`config.mk`:
```
export PLATFORM = sky130hd
export DESIGN_NAME = llc_cfg_top
export DESIGN_NICKNAME = d
export VERILOG_FILES = /design/src/llc_cfg_pkg.sv /design/src/llc_bypass_dec.sv /design/src/llc_cfg_regs.sv /design/src/llc_flush_ctrl.sv /design/src/llc_cfg_top.sv
export VERILOG_INCLUDE_DIRS = /design/src
export SDC_FILE = /design/constraint.sdc
export NUM_CORES = 1
export LEC_CHECK = 0
export ABC_CLOCK_PERIOD_IN_PS = 5300
export CAP_MARGIN = 20
export CORE_UTILIZATION = 45
export DETAILED_ROUTE_END_ITERATION = 6
export DONT_BUFFER_PORTS = 1
export GPL_ROUTABILITY_DRIVEN = 0
export PLACE_DENSITY = 0.65
export SLEW_MARGIN = 20
export SYNTH_ARGS = -nofsm -noshare
export SYNTH_HDL_FRONTEND = slang
export SYNTH_SLANG_ARGS = --single-unit
```
`constraint.sdc`:
```
create_clock -name clk_i -period 5.3 [get_ports clk_i]
set_input_delay 0.265 -clock clk_i [delete_from_list [all_inputs] [get_ports clk_i]]
set_output_delay 0.265 -clock clk_i [all_outputs]
set_load 0.05 [all_outputs]
```
`src/llc_cfg_consts.svh`:
```
// cache configuration constants
`ifndef LLC_CFG_CONSTS_SVH
`define LLC_CFG_CONSTS_SVH

//////////////////////////////
// cache geometry
//////////////////////////////
`define LLC_NUM_WAYS        8
`define LLC_INDEX_W         4
`define LLC_BLOCK_OFFSET_W  5

//////////////////////////////
// bus widths
//////////////////////////////
`define LLC_ADDR_W          32
`define LLC_LITE_ADDR_W     32
`define LLC_LITE_DATA_W     32

//////////////////////////////
// register map
//////////////////////////////
`define LLC_CFG_BASE        32'h0000_1000
`define LLC_REG_SPM_CFG     32'h0000_0000
`define LLC_REG_FLUSH       32'h0000_0004
`define LLC_REG_FLUSHED     32'h0000_0008
`define LLC_REG_SET_ASSO    32'h0000_000C
`define LLC_REG_NO_LINES    32'h0000_0010

// lite responses
`define LLC_RESP_OKAY       2'd0
`define LLC_RESP_SLVERR     2'd2
`define LLC_BAD_DATA        32'hBADC_0DED

`endif

```
`src/llc_cfg_pkg.sv`:
```
// cache configuration types
`include "llc_cfg_consts.svh"

package llc_cfg_pkg;

  // one bit per cache way
  typedef logic [`LLC_NUM_WAYS-1:0] way_vec_t;

  // everything driven by the lite master
  typedef struct packed {
    logic                          aw_valid;
    logic [`LLC_LITE_ADDR_W-1:0]   aw_addr;
    logic                          w_valid;
    logic [`LLC_LITE_DATA_W-1:0]   w_data;
    logic [`LLC_LITE_DATA_W/8-1:0] w_strb;
    logic                          b_ready;
    logic                          ar_valid;
    logic [`LLC_LITE_ADDR_W-1:0]   ar_addr;
    logic                          r_ready;
  } lite_req_t;

  // everything driven back by the register block
  typedef struct packed {
    logic                        aw_ready;
    logic                        w_ready;
    logic                        b_valid;
    logic [1:0]                  b_resp;
    logic                        ar_ready;
    logic                        r_valid;
    logic [`LLC_LITE_DATA_W-1:0] r_data;
    logic [1:0]                  r_resp;
  } lite_resp_t;

  // end address is exclusive
  typedef struct packed {
    logic [`LLC_ADDR_W-1:0] start_addr;
    logic [`LLC_ADDR_W-1:0] end_addr;
  } addr_rule_t;

  typedef struct packed {
    logic [`LLC_ADDR_W-1:0] addr;
    way_vec_t               way_ind;
    logic                   flush;
  } flush_desc_t;

  typedef struct packed {
    logic isolated;
    logic aw_unit_busy;
    logic ar_unit_busy;
    logic flush_done;
  } cache_stat_t;

  typedef enum logic [2:0] {
    flush_idle,
    flush_wait_isolated,
    flush_wait_units,
    flush_init,
    flush_send,
    flush_wait_done,
    flush_finish
  } flush_state_e;

endpackage

```
`src/llc_bypass_dec.sv`:
```
// main port bypass decode
`timescale 1ns/10ps
`include "llc_cfg_consts.svh"

module llc_bypass_dec import llc_cfg_pkg::*; (
  input  logic [`LLC_ADDR_W-1:0] aw_addr_i,
  input  logic [`LLC_ADDR_W-1:0] ar_addr_i,
  input  addr_rule_t             ram_rule_i,
  input  addr_rule_t             spm_rule_i,
  input  way_vec_t               flushed_i,
  output logic                   aw_bypass_o,
  output logic                   ar_bypass_o
);

  logic all_flushed;

  function automatic logic in_rule(logic [`LLC_ADDR_W-1:0] addr, addr_rule_t rule);
    return (addr >= rule.start_addr) && (addr < rule.end_addr);
  endfunction

  // spm region always stays in the cache
  function automatic logic dec_bypass(logic [`LLC_ADDR_W-1:0] addr, addr_rule_t ram,
                                      addr_rule_t spm, logic flushed);
    if (in_rule(addr, spm)) begin
      return 1'b0;
    end else if (in_rule(addr, ram)) begin
      return flushed;
    end
    return 1'b0;
  endfunction

  // ram goes around the cache only once no way holds data
  assign all_flushed = &flushed_i;

  assign aw_bypass_o = dec_bypass(aw_addr_i, ram_rule_i, spm_rule_i, all_flushed);
  assign ar_bypass_o = dec_bypass(ar_addr_i, ram_rule_i, spm_rule_i, all_flushed);

endmodule

```
`src/llc_cfg_regs.sv`:
```
// configuration register port
`timescale 1ns/10ps
`include "llc_cfg_consts.svh"

module llc_cfg_regs import llc_cfg_pkg::*; (
  input  logic       clk_i,
  input  logic       rst_ni,
  input  lite_req_t  lite_req_i,
  output lite_resp_t lite_resp_o,
  input  logic       aw_lock_i,
  input  logic       flush_clear_i,
  input  way_vec_t   flushed_i,
  output way_vec_t   spm_cfg_o,
  output way_vec_t   user_flush_o,
  output logic       flush_req_o
);

  localparam int unsigned StrbW = `LLC_LITE_DATA_W / 8;

  typedef logic [`LLC_LITE_ADDR_W-1:0] lite_addr_t;
  typedef logic [`LLC_LITE_DATA_W-1:0] lite_data_t;

  logic       init_q;
  logic       aw_busy_q, b_busy_q, ar_busy_q;
  lite_addr_t aw_addr_q, ar_addr_q;
  lite_addr_t wr_off, rd_off;
  lite_data_t spm_q, flush_q;
  lite_data_t rdata;
  logic       aw_hs, w_hs, b_hs, ar_hs, r_hs;
  logic       wr_spm, wr_flush;

  // offset relative to the config base
  function automatic logic is_mapped(lite_addr_t off);
    return (off == `LLC_REG_SPM_CFG) || (off == `LLC_REG_FLUSH) ||
           (off == `LLC_REG_FLUSHED) || (off == `LLC_REG_SET_ASSO) ||
           (off == `LLC_REG_NO_LINES);
  endfunction

  //////////////////////////////
  // handshakes
  //////////////////////////////
  assign aw_hs = lite_req_i.aw_valid & lite_resp_o.aw_ready;
  assign w_hs  = lite_req_i.w_valid  & lite_resp_o.w_ready;
  assign b_hs  = lite_req_i.b_ready  & lite_resp_o.b_valid;
  assign ar_hs = lite_req_i.ar_valid & lite_resp_o.ar_ready;
  assign r_hs  = lite_req_i.r_ready  & lite_resp_o.r_valid;

  // init_q holds readies low for the first cycle out of reset
  assign lite_resp_o.aw_ready = init_q & ~aw_busy_q & ~aw_lock_i;
  assign lite_resp_o.w_ready  = aw_busy_q & ~b_busy_q;
  assign lite_resp_o.b_valid  = aw_busy_q & b_busy_q;
  assign lite_resp_o.b_resp   = is_mapped(wr_off) ? `LLC_RESP_OKAY : `LLC_RESP_SLVERR;
  assign lite_resp_o.ar_ready = init_q & ~ar_busy_q;
  assign lite_resp_o.r_valid  = ar_busy_q;
  assign lite_resp_o.r_data   = rdata;
  assign lite_resp_o.r_resp   = is_mapped(rd_off) ? `LLC_RESP_OKAY : `LLC_RESP_SLVERR;

  // a finished write kicks the flush machine
  assign flush_req_o = b_hs;

  //////////////////////////////
  // decode
  //////////////////////////////
  assign wr_off   = aw_addr_q - lite_addr_t'(`LLC_CFG_BASE);
  assign rd_off   = ar_addr_q - lite_addr_t'(`LLC_CFG_BASE);
  assign wr_spm   = w_hs && (wr_off == `LLC_REG_SPM_CFG);
  assign wr_flush = w_hs && (wr_off == `LLC_REG_FLUSH);

  always_comb begin
    case (rd_off)
      `LLC_REG_SPM_CFG:  rdata = spm_q;
      `LLC_REG_FLUSH:    rdata = flush_q;
      `LLC_REG_FLUSHED:  rdata = lite_data_t'(flushed_i);
      `LLC_REG_SET_ASSO: rdata = lite_data_t'(`LLC_NUM_WAYS);
      `LLC_REG_NO_LINES: rdata = lite_data_t'(1 << `LLC_INDEX_W);
      default:           rdata = `LLC_BAD_DATA;
    endcase
  end

  assign spm_cfg_o    = spm_q[`LLC_NUM_WAYS-1:0];
  assign user_flush_o = flush_q[`LLC_NUM_WAYS-1:0];

  //////////////////////////////
  // state and registers
  //////////////////////////////
  always_ff @(posedge clk_i or negedge rst_ni) begin
    if (!rst_ni) begin
      init_q    <= 1'b0;
      aw_busy_q <= 1'b0;
      b_busy_q  <= 1'b0;
      ar_busy_q <= 1'b0;
      spm_q     <= '0;
      flush_q   <= '0;
    end else begin
      init_q <= 1'b1;
      if (aw_hs) begin
        aw_busy_q <= 1'b1;
      end
      if (w_hs) begin
        b_busy_q <= 1'b1;
      end
      if (b_hs) begin
        aw_busy_q <= 1'b0;
        b_busy_q  <= 1'b0;
      end
      if (ar_hs) begin
        ar_busy_q <= 1'b1;
      end else if (r_hs) begin
        ar_busy_q <= 1'b0;
      end
      // byte lanes under strobe
      for (int unsigned i = 0; i < StrbW; i++) begin
        if (wr_spm && lite_req_i.w_strb[i]) begin
          spm_q[8*i +: 8] <= lite_req_i.w_data[8*i +: 8];
        end
        if (wr_flush && lite_req_i.w_strb[i]) begin
          flush_q[8*i +: 8] <= lite_req_i.w_data[8*i +: 8];
        end
      end
      if (flush_clear_i) begin
        flush_q <= '0;
      end
    end
  end

  // captured addresses
  always_ff @(posedge clk_i) begin
    if (aw_hs) begin
      aw_addr_q <= lite_req_i.aw_addr;
    end
    if (ar_hs) begin
      ar_addr_q <= lite_req_i.ar_addr;
    end
  end

  // write response only ever follows its data beat
  a_b_after_w : assert property (@(posedge clk_i) disable iff (!rst_ni)
    $rose(lite_resp_o.b_valid) |-> $past(w_hs));

endmodule

```
`src/llc_flush_ctrl.sv`:
```
// way flush sequencer
`timescale 1ns/10ps
`include "llc_cfg_consts.svh"

module llc_flush_ctrl import llc_cfg_pkg::*; (
  input  logic        clk_i,
  input  logic        rst_ni,
  input  logic        flush_req_i,
  input  way_vec_t    spm_cfg_i,
  input  way_vec_t    user_flush_i,
  input  cache_stat_t cache_stat_i,
  input  logic        desc_ready_i,
  output flush_desc_t desc_o,
  output logic        desc_valid_o,
  output logic        isolate_o,
  output logic        aw_lock_o,
  output logic        flush_clear_o,
  output way_vec_t    flushed_o
);

  localparam int unsigned NumIdx = 1 << `LLC_INDEX_W;

  // one extra bit so a full way of completions fits
  typedef logic [`LLC_INDEX_W:0] done_cnt_t;

  flush_state_e            state_d, state_q;
  way_vec_t                to_flush_d, to_flush_q;
  way_vec_t                flushed_d, flushed_q;
  way_vec_t                cur_way;
  logic [`LLC_INDEX_W-1:0] idx_q;
  done_cnt_t               done_cnt_q;
  logic                    cnt_clr;
  logic                    desc_hs;

  // lowest pending way, one-hot
  assign cur_way = to_flush_q & (~to_flush_q + way_vec_t'(1));
  assign desc_hs = desc_valid_o & desc_ready_i;

  //////////////////////////////
  // fsm
  //////////////////////////////
  always_comb begin
    state_d       = state_q;
    to_flush_d    = to_flush_q;
    flushed_d     = flushed_q;
    flush_clear_o = 1'b0;
    cnt_clr       = 1'b0;
    case (state_q)
      flush_idle: begin
        if (flush_req_i) begin
          state_d = flush_wait_isolated;
        end
      end
      flush_wait_isolated: begin
        if (cache_stat_i.isolated) begin
          state_d = flush_wait_units;
        end
      end
      flush_wait_units: begin
        if (!cache_stat_i.aw_unit_busy && !cache_stat_i.ar_unit_busy) begin
          state_d = flush_init;
        end
      end
      flush_init: begin
        // user request wins over the spm setting
        if (|user_flush_i) begin
          to_flush_d = user_flush_i & ~flushed_q;
        end else begin
          to_flush_d = spm_cfg_i & ~flushed_q;
          flushed_d  = spm_cfg_i & flushed_q;
        end
        if (to_flush_d == '0) begin
          state_d       = flush_idle;
          flush_clear_o = 1'b1;
        end else begin
          state_d = flush_send;
          cnt_clr = 1'b1;
        end
      end
      flush_send: begin
        if (desc_hs && (idx_q == '1)) begin
          state_d = flush_wait_done;
        end
      end
      flush_wait_done: begin
        if (done_cnt_q == done_cnt_t'(NumIdx)) begin
          state_d = flush_finish;
        end
      end
      flush_finish: begin
        if (to_flush_q == cur_way) begin
          // last way done, hand the ways back to the spm setting
          state_d       = flush_idle;
          flushed_d     = spm_cfg_i;
          flush_clear_o = 1'b1;
        end else begin
          state_d   = flush_init;
          flushed_d = flushed_q | cur_way;
        end
      end
      default: begin
        state_d = flush_idle;
      end
    endcase
  end

  always_ff @(posedge clk_i or negedge rst_ni) begin
    if (!rst_ni) begin
      state_q    <= flush_idle;
      to_flush_q <= '0;
      flushed_q  <= '0;
      idx_q      <= '0;
      done_cnt_q <= '0;
    end else begin
      state_q    <= state_d;
      to_flush_q <= to_flush_d;
      flushed_q  <= flushed_d;
      if (cnt_clr) begin
        idx_q      <= '0;
        done_cnt_q <= '0;
      end else begin
        if (desc_hs) begin
          idx_q <= idx_q + 1'b1;
        end
        if (cache_stat_i.flush_done) begin
          done_cnt_q <= done_cnt_q + 1'b1;
        end
      end
    end
  end

  //////////////////////////////
  // outputs
  //////////////////////////////
  assign desc_valid_o = (state_q == flush_send);
  assign isolate_o    = (state_q != flush_idle);
  assign aw_lock_o    = (state_q != flush_idle);
  assign flushed_o    = flushed_q;

  always_comb begin
    desc_o         = '0;
    desc_o.addr[`LLC_BLOCK_OFFSET_W +: `LLC_INDEX_W] = idx_q;
    desc_o.way_ind = cur_way;
    desc_o.flush   = 1'b1;
  end

  a_desc_stable : assert property (@(posedge clk_i) disable iff (!rst_ni)
    desc_valid_o && !desc_ready_i |=> desc_valid_o && $stable(desc_o));

  a_way_onehot : assert property (@(posedge clk_i) disable iff (!rst_ni)
    desc_valid_o |-> $onehot(desc_o.way_ind));

endmodule

```
`src/llc_cfg_top.sv`:
```
// cache configuration block top
`timescale 1ns/10ps
`include "llc_cfg_consts.svh"

module llc_cfg_top import llc_cfg_pkg::*; (
  input  logic                   clk_i,
  input  logic                   rst_ni,
  // lite config port
  input  lite_req_t              lite_req_i,
  output lite_resp_t             lite_resp_o,
  // cache side
  input  cache_stat_t            cache_stat_i,
  output flush_desc_t            desc_o,
  output logic                   desc_valid_o,
  input  logic                   desc_ready_i,
  output logic                   isolate_o,
  output way_vec_t               spm_lock_o,
  output way_vec_t               flushed_o,
  // main port bypass
  input  logic [`LLC_ADDR_W-1:0] aw_addr_i,
  input  logic [`LLC_ADDR_W-1:0] ar_addr_i,
  input  addr_rule_t             ram_rule_i,
  input  addr_rule_t             spm_rule_i,
  output logic                   aw_bypass_o,
  output logic                   ar_bypass_o
);

  logic     aw_lock;
  logic     flush_clear;
  logic     flush_req;
  way_vec_t user_flush;

  llc_cfg_regs i_regs (
    .clk_i         ( clk_i       ),
    .rst_ni        ( rst_ni      ),
    .lite_req_i    ( lite_req_i  ),
    .lite_resp_o   ( lite_resp_o ),
    .aw_lock_i     ( aw_lock     ),
    .flush_clear_i ( flush_clear ),
    .flushed_i     ( flushed_o   ),
    .spm_cfg_o     ( spm_lock_o  ),
    .user_flush_o  ( user_flush  ),
    .flush_req_o   ( flush_req   )
  );

  llc_flush_ctrl i_flush_ctrl (
    .clk_i         ( clk_i        ),
    .rst_ni        ( rst_ni       ),
    .flush_req_i   ( flush_req    ),
    .spm_cfg_i     ( spm_lock_o   ),
    .user_flush_i  ( user_flush   ),
    .cache_stat_i  ( cache_stat_i ),
    .desc_ready_i  ( desc_ready_i ),
    .desc_o        ( desc_o       ),
    .desc_valid_o  ( desc_valid_o ),
    .isolate_o     ( isolate_o    ),
    .aw_lock_o     ( aw_lock      ),
    .flush_clear_o ( flush_clear  ),
    .flushed_o     ( flushed_o    )
  );

  llc_bypass_dec i_bypass_dec (
    .aw_addr_i   ( aw_addr_i   ),
    .ar_addr_i   ( ar_addr_i   ),
    .ram_rule_i  ( ram_rule_i  ),
    .spm_rule_i  ( spm_rule_i  ),
    .flushed_i   ( flushed_o   ),
    .aw_bypass_o ( aw_bypass_o ),
    .ar_bypass_o ( ar_bypass_o )
  );

endmodule

```
## Word level (Yosys, flattened, before mapping)

Cells that the tools add are included.

| word-level totals | value |
|---|---|
| register bits after elaboration | 160 |
| input bits | 304 |
| output and inout bits | 102 |
| word-level logic and storage cells | 168 |

| cells by class | value |
|---|---|
| add/subtract/negate cells | 5 |
| magnitude comparators | 8 |
| eq/ne operators | 23 |
| mux-type cells | 46 |
| bitwise operators | 22 |
| reductions and logical operators | 45 |

Operator list:

| operator | count |
|---|---|
| 32-bit case mux with 5 select lines | 1 |
| 32-bit by 4-bit equality test with 1-bit output (second input constant) | 4 |
| 32-bit >= comparator | 4 |
| 32-bit < comparator | 4 |
| 32-bit by 3-bit equality test with 1-bit output (second input constant) | 2 |
| 32-bit by 5-bit equality test with 1-bit output (second input constant) | 2 |
| 32-bit logical NOT | 2 |
| 8-bit two-way mux | 8 |
| 32-bit by 13-bit subtractor with 32-bit output (second input constant) | 2 |
| 8-bit bitwise AND | 4 |
| 32-bit two-way mux | 1 |
| 3-bit case mux with 7 select lines | 1 |
| 1-bit two-way mux | 20 |
| 2-bit nonzero test | 10 |
| 3-bit two-way mux | 6 |
| 1-bit logical AND | 16 |
| 8-bit NOT | 2 |
| 8-bit case mux with 2 select lines | 1 |
| 1-bit bitwise AND | 11 |
| 5-bit two-way mux | 2 |
| 3-bit equality test (second input constant) | 3 |
| 8-bit by 1-bit adder with 8-bit output (second input constant) | 1 |
| 8-bit equality test | 1 |
| 8-bit logical NOT | 1 |
| other kinds (21) | 40 |

## Longest topological paths before layout

Gate-level depths: netlist (run 1).

| logic depth | value |
|---|---|
| word-level depth | 8 |
| gate-level depth with buffers | 9 |
| gate-level depth less buffers | 9 |

## By module

A second synthesis (run 1) with hierarchy kept.

| unflattened totals | value |
|---|---|
| cell total of the unflattened synthesis | 1390 |
| area total of the unflattened synthesis | 13767.0 um2 |

By module, submodules not included:

| module | times used | cells an instance | area each (um2) | sequential area each (um2) |
|---|---|---|---|---|
| llc_cfg_regs | 1 | 426 | 6084.6 | 3623.5 |
| llc_bypass_dec | 1 | 755 | 5774.3 | 0.0 |
| llc_flush_ctrl | 1 | 209 | 1908.1 | 700.7 |

## Least setup slack after synthesis (run 1)

No wires, ideal clock.

| timing | value |
|---|---|
| path type | register -> register |
| start point | register i_flush_ctrl.state_q[1] |
| end point | register i_regs.aw_addr_q[0] (enable) |
| setup time | 0.393 ns |
| arrival time | 3.312 ns |
| required time | 4.907 ns |
| path slack | 1.595 ns |
| cell stages (with the launch flop) | 5 |
| path buffers | 1 |
| clock period less this slack | 3.705 ns |
| path through | dfrtp_1 > clkbuf_1 > or3_1 > nor3b_1 > and2_1 |

RTL lines:

| item | line | RTL |
|---|---|---|
| from (decl) | llc_flush_ctrl.sv:26 | `flush_state_e state_d, state_q;` |
| from (signal assigned) | llc_flush_ctrl.sv:109 | `state_q <= flush_idle;` |
| from (signal assigned) | llc_flush_ctrl.sv:115 | `state_q <= state_d;` |
| to (signal assigned) | llc_cfg_regs.sv:129 | `aw_addr_q <= lite_req_i.aw_addr;` |
| to (decl) | llc_cfg_regs.sv:25 | `lite_addr_t aw_addr_q, ar_addr_q;` |

==> results of run 1 <==
-- layout by cell type (no fill, tap or decap), drive strengths merged, types with 6 or more instances in the layout --
cell type and count:
a21o 26, inv 144, o31ai 11, a21oi 80, o22ai 6, nand3 13, nor2 91, o22a 11
a221o 14, nor3 15, edfxtp 64, a41oi 8, conb 32, nor4 20, mux2i 33, dlygate4sd3 100
a211oi 25, xor2 6, o211ai 14, a2111oi 8, nand2b 8, buf 12, nand4 44, o21a 9
nor3b 8, clkbuf 17, a22o 12, nand2 69, ha 255, o21ai 60, dfrtp 96, mux2 32
nor2b 9
-- worst max-delay path by stage --
stage / startpoint / endpoint / slack [ns]
floorplan: i_flush_ctrl.state_q[1] / i_regs.aw_addr_q[0] / 1.59
global placement: ram_rule_i[2] / aw_bypass_o / 1.90
detailed placement: ram_rule_i[2] / aw_bypass_o / 1.89
CTS: i_flush_ctrl.flushed_o[2] / aw_bypass_o / 1.75
global route: i_regs.ar_addr_q[14] / lite_resp_o[2] / 1.51
finish: i_regs.ar_addr_q[14] / lite_resp_o[2] / 1.75
-- through the flow --
step	util	cells
global placement	0.471	1660
CTS	0.531	1793
detailed placement	0.471	1660
finish	0.531	1793
floorplan	-	1328
global route	0.531	1793
-- cell families (layout without fill, tap and decap cells) --
group	count (synthesis)	in the layout	synth area share
and+or+nand+nor	298	298	0.117
xor gates and xnor gates	9	9	0.00614
AOI/OAI and AO/OA	314	314	0.165
muxes	65	65	0.0538
other	2	32	0.000585
adders and majority gates	256	256	0.250
DFF	160	160	0.337
buffers and inverters	194	281	0.0701
-- cells in the mapped netlist, types with 6 or more instances --
master,count,area (sq um)
inv_1,136,510
edfxtp_1,64,1920
nand2_1,69,259
nor3b_1,8,60.1
buf_4,44,330
dfrtp_1,96,2400
a21o_1,26,195
nor3_1,13,65.1
o21a_1,9,67.6
o211ai_1,14,105
o22ai_1,6,37.5
mux2i_1,33,330
o22a_1,10,87.6
nand2b_1,8,50.1
nand4_1,44,275
a2111oi_0,7,61.3
nor2b_1,9,56.3
ha_1,255,3190
a221o_1,14,140
o31ai_1,11,82.6
a211oi_1,25,188
o21ai_0,59,295
nor2_1,91,342
a21oi_1,80,400
a22o_1,12,105
xor2_1,6,52.6
nand3_1,13,65.1
mux2_2,32,360
clkbuf_1,7,26.3
nor4_1,18,113
a41oi_1,8,70.1
-- registers in the layout, summed over array words and instances, names as in the netlist, 3 cells and up --
signal	cells
i_regs.ar_addr_q	32
i_regs.flush_q	32
i_regs.spm_q	32
i_flush_ctrl.idx_q	4
i_flush_ctrl.state_q	3
i_regs.aw_addr_q	32
i_flush_ctrl.done_cnt_q	5
i_flush_ctrl.flushed_o	8
i_flush_ctrl.to_flush_q	8
-- power by group through the flow --
stage	Combinational [uW]	Clock, uW	Sequential (uW)
floorplan	673	0	1560
global placement	797	0	1600
detailed placement	820	0	1600
CTS	906	1360	1580
global route	1020	1420	1590
finish	909	1360	1580
-- per-layer routing --
| metal | up-vias | track usage | part of all wire |
|---|---|---|---|
| li1 | 4990 | - | - |
| met1 | 4940 | 0.299 | 0.40 |
| met2 | 443 | 0.456 | 0.49 |
| met3 | 61 | 0.0627 | 0.081 |
| met4 | 0 | 0.102 | 0.033 |
| met5 | - | 0 | 0 |
-- final cells by class --
| class | instances | area, sq um |
|---|---|---|
| Tap cell | 378 | 473 |
| Sequential cell | 160 | 4320 |
| Clock inverter | 15 | 221 |
| Multi-Input combinational cell | 974 | 7770 |
| Fill cell | 2533 | 13100 |
| Clock buffer | 17 | 425 |
| Inverter | 137 | 514 |
| Timing Repair Buffer | 112 | 1110 |
==> results.md, run 1 <==
* Status: finished clean
* Port-buffer cells at 0
* Final hold slack at 0.0164 ns
* Synthesized area per cell at 9.89 sq um
* Combinational share of power at 0.236
* Worst-path fanout max at 15
* Seq pwr share at 0.411
* Fin. max-slew vios at 0
* Clock-pin slew on the worst setup and hold paths at 0.06 ns
* Max frequency at 0.282 GHz
* Die X at 171 microns
* Area growth, synth to finish at 15.7%
* Switch Pwr at 1300 uW
* Post-Place Setup Slack at 1.89 ns
* WP depth at 8
* FP Rows at 61
* Hold depth at 2
* Worst-case clock skew at 0.0144 ns
* P_leak at 0.00727 uW
* Final instance area at 14800 sq um
* CORE AREA at 27900 sq um
* DIE AREA at 29200 sq um
* Sw frac at 0.338
* Htree depth at 4
* Crit Path Category: reg2out
* Peak VDD IR at 0.000300 V
* FF+latch count, synth at 160
* Nets@finish at 1961
* CTS tree: built
* # resized after CTS at 0
* Synth unique cells at 64
* Async S/R FF share, synth at 0.600
* Post-Route WL at 38100 microns
* R2r endpoint: i_regs.aw_addr_q[30]
* Drt pass-1 iters at 5
* Number of nets with antenna violations after routing at 0
* Worst EP arrival at 3.28 ns
* R2R setup slack at 1.93 ns
* Worst flop-to-flop path startpoint: i_flush_ctrl.state_q[0]
* Final min period at 3.55 ns
* Worst slew pin tran at 1.07 ns
* Netlist Area Pre-Place at 12800 sq um
* Vias in the first global route at 10700
* DP Area at 13200 sq um
* Vias at 10400
* Delay-heaviest family, CP: simple AND/OR/NAND/NOR gates
* CTS Hold Bufs at 101
* DRT iter0 DRCs at 711
* First-pass GRT wire length at 57300 microns
* Worst setup margin at 1.75 ns
* Crit-path cells: nor4_1 -> xnor2_1 -> nor2b_1 -> nand2_1 -> nor3b_2 -> buf_4 -> a22oi_1 -> nand2_1
* IO Pins at 406
* CP dominant cell by count: nand2_1
* Num Clock Sinks at 160
* Worst setup SP type: flop
* Power Dens Cells at 259 nW/um^2
* RSZ-0062 raised after global routing: no
* Synth warn at 0
* Hold worst-path end: i_regs.flush_q[25]
* Worst R2R Path Depth at 4
* Clock power frac at 0.353
* Final Power at 3840 uW
* Via-to-Cell Ratio at 5.82
* Initial antenna violation count at 0
* Critical Path Max Stage Delay at 0.75 ns
* Gr usage total at 0.258
* Clk_lat worst skew at 0.43 ns
* Final hold vios at 0
* EDFF count, synth at 64
* CP Buf/Inv Count at 1
* Setup crit end kind: primary output
* Max-cap violations at 0
* Clock buffer depth at 2
* Worst min path class: in2reg
* Total setup buffers inserted after CTS at 0
* Final Cycle Share at 0.669
* Data required, critical path at 5.04 ns
* Setup_tns at 0 ns
* Grt ovf at 0
* Number of diodes at 0
* Post-synth top flop: dfrtp_1
* CP max-delay cell: nor3b_2
* Min-Delay Startpoint: lite_req_i[64]
* DR WL/cell at 21.3 microns
* Largest net degree at the start of global routing at 97
* Cells after Synth at 1298
* Initial Utilization at 0.459
* Cell internal pwr at 2540 uW
* Final setup violation count at 0
* CTS Buf Count at 17
* Dpl hpwl at 29700 microns
* Relative slew slack at 0.290
* Share of the yosys chip area belonging to registers at 0.337
* Clock root cell: clkbuf_16
* Drc violations at 0
* Die H at 171 microns
* Layout cells sized above 1 at 0.0707
Power figures use the tool's default switching activity.
==> inputs of run 2 (changes only) <==
ABC_CLOCK_PERIOD_IN_PS = 3300   (was 5300)
clock period = 3.3 ns   (was 5.3 ns; I/O delays follow)
==> run 2 against run 1 <==
  * Final cell count increased by 2.7%
  * Clock power grew 39%
  * Global-route usage up 0.29 points
  * Sequential power rose by 54%
  * Die area did not move
  * Register-to-register slack got worse by 1.2 ns
  * Critical path depth down 1
  * Clock-buffer cell count up 3
  * Non-clock buffer count increased by 48
==> results.md, run 2 (synthesis results as in run 1) <==
* Final hold slack at 0.0185 ns
* Clock-pin slew on the worst setup and hold paths at 0.07 ns
* CORE AREA at 27900 sq um
* IO Pins at 406
* Data required, critical path at 3.13 ns
* Gr usage total at 0.261
* Number of nets with antenna violations after routing at 0
* Layout cells sized above 1 at 0.0977
* Crit-path cells: nor4_1 -> xnor2_1 -> nor2b_1 -> nand2_1 -> nor3b_2 -> buf_4 -> a221o_1
* Relative slew slack at 0.338
* First-pass GRT wire length at 57900 microns
* Critical Path Max Stage Delay at 0.58 ns
* # resized after CTS at 0
* Vias in the first global route at 10800
* Hold depth at 3
* Worst-case clock skew at 0.0190 ns
* CTS tree: built
* Power Dens Cells at 386 nW/um^2
* Commonest non-fill, non-tap cell in the layout: ha_1
* Clock root cell: clkbuf_16
* Setup_tns at 0 ns
* Final Cycle Share at 0.915
* Worst min path class: in2reg
* Status: finished clean
* Clock buffer depth at 2
* FP Rows at 61
* Delay-heaviest family, CP: simple AND/OR/NAND/NOR gates
* CTS Buf Count at 17
* Worst R2R Path Depth at 5
* DR WL/cell at 20.7 microns
* WP depth at 7
* Peak VDD IR at 0.000537 V
* Finished Layout Cells at 1841
* DIE AREA at 29200 sq um
* Grt ovf at 0
* Max frequency at 0.331 GHz
* Worst-path fanout max at 32
* Initial Utilization at 0.459
* Post-Route WL at 38200 microns
* Largest net degree at the start of global routing at 97
* Final hold vios at 0
* Die X at 171 microns
* Final setup violation count at 0
* Worst EP arrival at 2.85 ns
* Post-layout util at 0.549
* Dpl hpwl at 30000 microns
* Port-buffer cells at 0
* Vias at 10700
* Nets@finish at 2009
* P_leak at 0.00754 uW
* DRT iter0 DRCs at 637
* Setup crit end kind: primary output
* Area growth, synth to finish at 19.6%
* Via-to-Cell Ratio at 5.81
* Drc violations at 0
* Max-cap violations at 0
* Clk_lat worst skew at 0.43 ns
* Crit Path Category: reg2out
* Number of diodes at 0
* Htree depth at 4
* Worst slew pin tran at 0.991 ns
* Drt pass-1 iters at 7
* RSZ-0062 raised after global routing: no
* Most frequent cells in the layout: ha_1, inv_1, dlygate4sd3_1
* Fin. max-slew vios at 0
* R2R setup slack at 0.69 ns
* Die H at 171 microns
* Placed Instances at 1707
* Worst setup SP type: flop
* Num Clock Sinks at 160
* CP max-delay cell: a221o_1
* CP Buf/Inv Count at 1
* Initial antenna violation count at 0
* Final min period at 3.02 ns
[run 2: cell count changes in the layout (fill, tap and decap cells not counted), sizes merged]
cell,delta
bufinv,-3
clkinv,+3
clkinvlp,+1
clkbuf,+3
buf,+47
inv,-4
dlygate4sd3,+1
[run 2: tightest hold or removal path, delay by kind of cell]
kind	cells	cell delay, ns
and+or+nand+nor	2	0.17
xor gates and xnor gates	1	0.07
[run 2: layout make-up]
type                       instances  area [sq um]
clock buffer                      20           458
tap                              378           473
timing repair buffer             160          1700
multi-input combinational        974          7760
sequential                       160          4320
inverter                         137           514
fill                            2469         12600
clock inverter                    12           108
[run 2: report_power, final]
group | leakage (uW) | switching, uW | total [uW] | internal, uW
Sequential | 0.00191 | 186 | 2430 | 2240
Clock | 0.000272 | 803 | 1890 | 1090
Combinational | 0.00537 | 1020 | 1610 | 590
Total | 0.00754 | 2010 | 5930 | 3920
[run 2: stage by stage]
step	instance area (sq um)	power, uW	worst slack, ns
after floorplan	12900	3590	0.0733
final	15300	5930	0.281
after global routing	15300	6250	0.0538
after global placement	13700	3900	0.429
after detailed placement	13700	3940	0.427
after CTS	15300	5940	0.336
[run 2: what timing repair did]
item	4_1_cts	5_1_grt
setup buffers	0	0
hold buffers	102	0
hold endpoints to repair	231	0
[run 2: path summary, 6_finish.rpt]
kind                                 startpoint                    endpoint
min                             cache_stat_i[0]  i_flush_ctrl.done_cnt_q[3]
max                        i_regs.ar_addr_q[15]             lite_resp_o[22]
max reg2reg                i_regs.aw_addr_q[19]            i_regs.spm_q[23]
min reg2reg                    i_regs.spm_q[24]            i_regs.spm_q[24]
min in group asynchronous                rst_ni  i_flush_ctrl.done_cnt_q[2]
max in group asynchronous                rst_ni          i_regs.flush_q[23]
[run 2: metal layers]
layer,part of all wire,global-route usage
met1,0.38,0.289
met2,0.50,0.471
met3,0.088,0.0712
met4,0.032,0.104
met5,0,0
==> inputs of run 3 (changes only) <==
CORE_ASPECT_RATIO = 0.7   (was default)
==> run 3 against run 2 <==
  * Flip-flop and latch count did not move
  * Sequential share of layout area about the same
  * Clock power is 9.5% higher
  * Hold slack better by 0.011 ns
  * Sequential power is 2% higher
  * Critical path depth up 2
  * Fmax shrank 1.2%
  * Global-route usage up 0.43 points
  * Core utilization about the same
  * Non-clock buffer count is 11 lower
  * Routed wire length grew 2.7%
==> results.md, run 3 (synthesis results as in run 1) <==
* DIE AREA at 29200 sq um
* Relative slew slack at 0.345
* Num Clock Sinks at 160
* Finished Layout Cells at 1826
* Die H at 143 microns
* DR WL/cell at 21.5 microns
* First-pass GRT wire length at 59600 microns
* Post-Route WL at 39200 microns
* Initial Utilization at 0.460
* Final min period at 3.06 ns
* Worst slew pin tran at 0.981 ns
* Max-cap violations at 0
* IO Pins at 406
* Placed Instances at 1689
* Max frequency at 0.327 GHz
* CTS Buf Count at 17
* Fin. max-slew vios at 0
* Combinational share of power at 0.258
* Drt pass-1 iters at 5
* Peak VDD IR at 0.000557 V
* Initial antenna violation count at 4
* Clk_lat worst skew at 0.43 ns
* FP Rows at 51
* Commonest non-fill, non-tap cell in the layout: ha_1
* Clock buffer depth at 2
* DP Area at 13600 sq um
* Clock root cell: clkbuf_16
* Port-buffer cells at 0
* Final hold vios at 0
* Status: finished clean
* Gr usage total at 0.265
* CORE AREA at 27900 sq um
* Worst setup SP type: flop
* FILL cells at 2434
* Total setup buffers inserted after CTS at 0
* Nets@finish at 1998
* Dpl hpwl at 31100 microns
* Final setup violation count at 0
* Final instance area at 15300 sq um
* Grt ovf at 0
* Post-Place Setup Slack at 0.521 ns
* Vias at 10700
* Layout cells sized above 1 at 0.0937
* FF/Latch Area at 4320 sq um
* Worst EP arrival at 2.89 ns
* Combined area of the multi-input logic cells at 7770 sq um
* Worst min path class: in2reg
* Cell internal pwr at 3940 uW
* CTS tree: built
* Htree depth at 4
* Setup_tns at 0 ns
* Data required, critical path at 3.13 ns
* Worst-path fanout max at 14
* Clock-pin slew on the worst setup and hold paths at 0.08 ns
* Number of nets with antenna violations after routing at 0
* DRT iter0 DRCs at 940
* Via-to-Cell Ratio at 5.86
* Worst-case clock skew at 0.0162 ns
* RSZ-0062 raised after global routing: no
* Largest net degree at the start of global routing at 97
* Worst setup margin at 0.244 ns
* Area growth, synth to finish at 19.5%
* Die X at 204 microns
* P_leak at 0.00753 uW
* Seq pwr share at 0.403
* Setup crit end kind: primary output
* Most frequent cells in the layout: ha_1, inv_1, dlygate4sd3_1
* Vias in the first global route at 10700
* Crit Path Category: reg2out
* Clock power frac at 0.338
* Sw frac at 0.357
* Drc violations at 0
* Final Cycle Share at 0.926
* Switch Pwr at 2190 uW
* Power Dens Cells at 400 nW/um^2
==> run 3: cell count changes in the layout (fill, tap and decap cells not counted), moves of 3 or more <==
| cell | previous run | this run |
|---|---|---|
| buf_4 | 39 | 28 |
| inv_8 | 0 | 6 |
| clkinv_2 | 4 | 0 |
| clkinv_8 | 0 | 3 |
| clkinvlp_4 | 3 | 0 |
| diode_2 | 0 | 3 |
==> run 3: worst max-delay path: stages, from the launching register on <==
cell and delay (ns):
edfxtp_1 0.38, nor4b_1 0.38, nand4_1 0.26, nor4_2 0.20
buf_4 0.26, and2_2 0.38, buf_4 0.22, a22oi_1 0.08
nand2_1 0.15, buf_12 0.15
==> run 3: power groups by stage <==
stage / sequential (uW) / combinational (uW) / clock [uW]
floorplan: 2510 / 1080 / 0
global placement: 2500 / 1380 / 0
detailed placement: 2500 / 1420 / 0
CTS: 2470 / 1560 / 2100
global route: 2490 / 1760 / 2180
finish: 2470 / 1580 / 2070
==> run 3: routing by layer <==
layer,part of all wire,vias up,global-route usage
met4,0.026,2,0.0807
li1,-,5077,-
met1,0.45,5074,0.360
met5,0.00020,-,0
met3,0.079,64,0.0550
met2,0.45,491,0.423
==> run 3: worst paths after layout <==
path,startpoint,to,slack (ns),cells after the start
max,i_regs.ar_addr_q[5],lite_resp_o[8],0.24,9
min,cache_stat_i[0],i_flush_ctrl.done_cnt_q[3],0.03,3
max in group asynchronous,rst_ni,i_flush_ctrl.state_q[0],2.56,2
min reg2reg,i_regs.spm_q[30],i_regs.spm_q[30],0.51,1
min in group asynchronous,rst_ni,i_regs.spm_q[18],0.32,2
max reg2reg,i_flush_ctrl.state_q[2],i_regs.aw_addr_q[17],0.64,5
==> run 3: what timing repair did <==
item / 4_1_cts / 5_1_grt
endpoints found under the hold margin: 231 / 0
hold buffers: 102 / 0
resized for setup: 0 / 2
endpoints found under the setup margin: 0 / 22
==> run 3: cell type report <==
class,instances,area share
diodes,3,0.000490
clock inverters,15,0.0134
repair buffers,149,0.106
clock buffers,17,0.0278
multi-input cells,974,0.507
inverters,137,0.0335
well taps,371,0.0303
flip-flops and latches,160,0.282
==> run 3: per-stage QoR <==
step / power [uW] / hold slack [ns] / util
floorplan: 3590 / -0.131 / -
global placement: 3880 / -0.129 / 0.489
detailed placement: 3930 / -0.129 / 0.489
CTS: 6130 / 0.0246 / 0.549
global route: 6440 / 0.0533 / 0.550
finish: 6130 / 0.0296 / 0.550
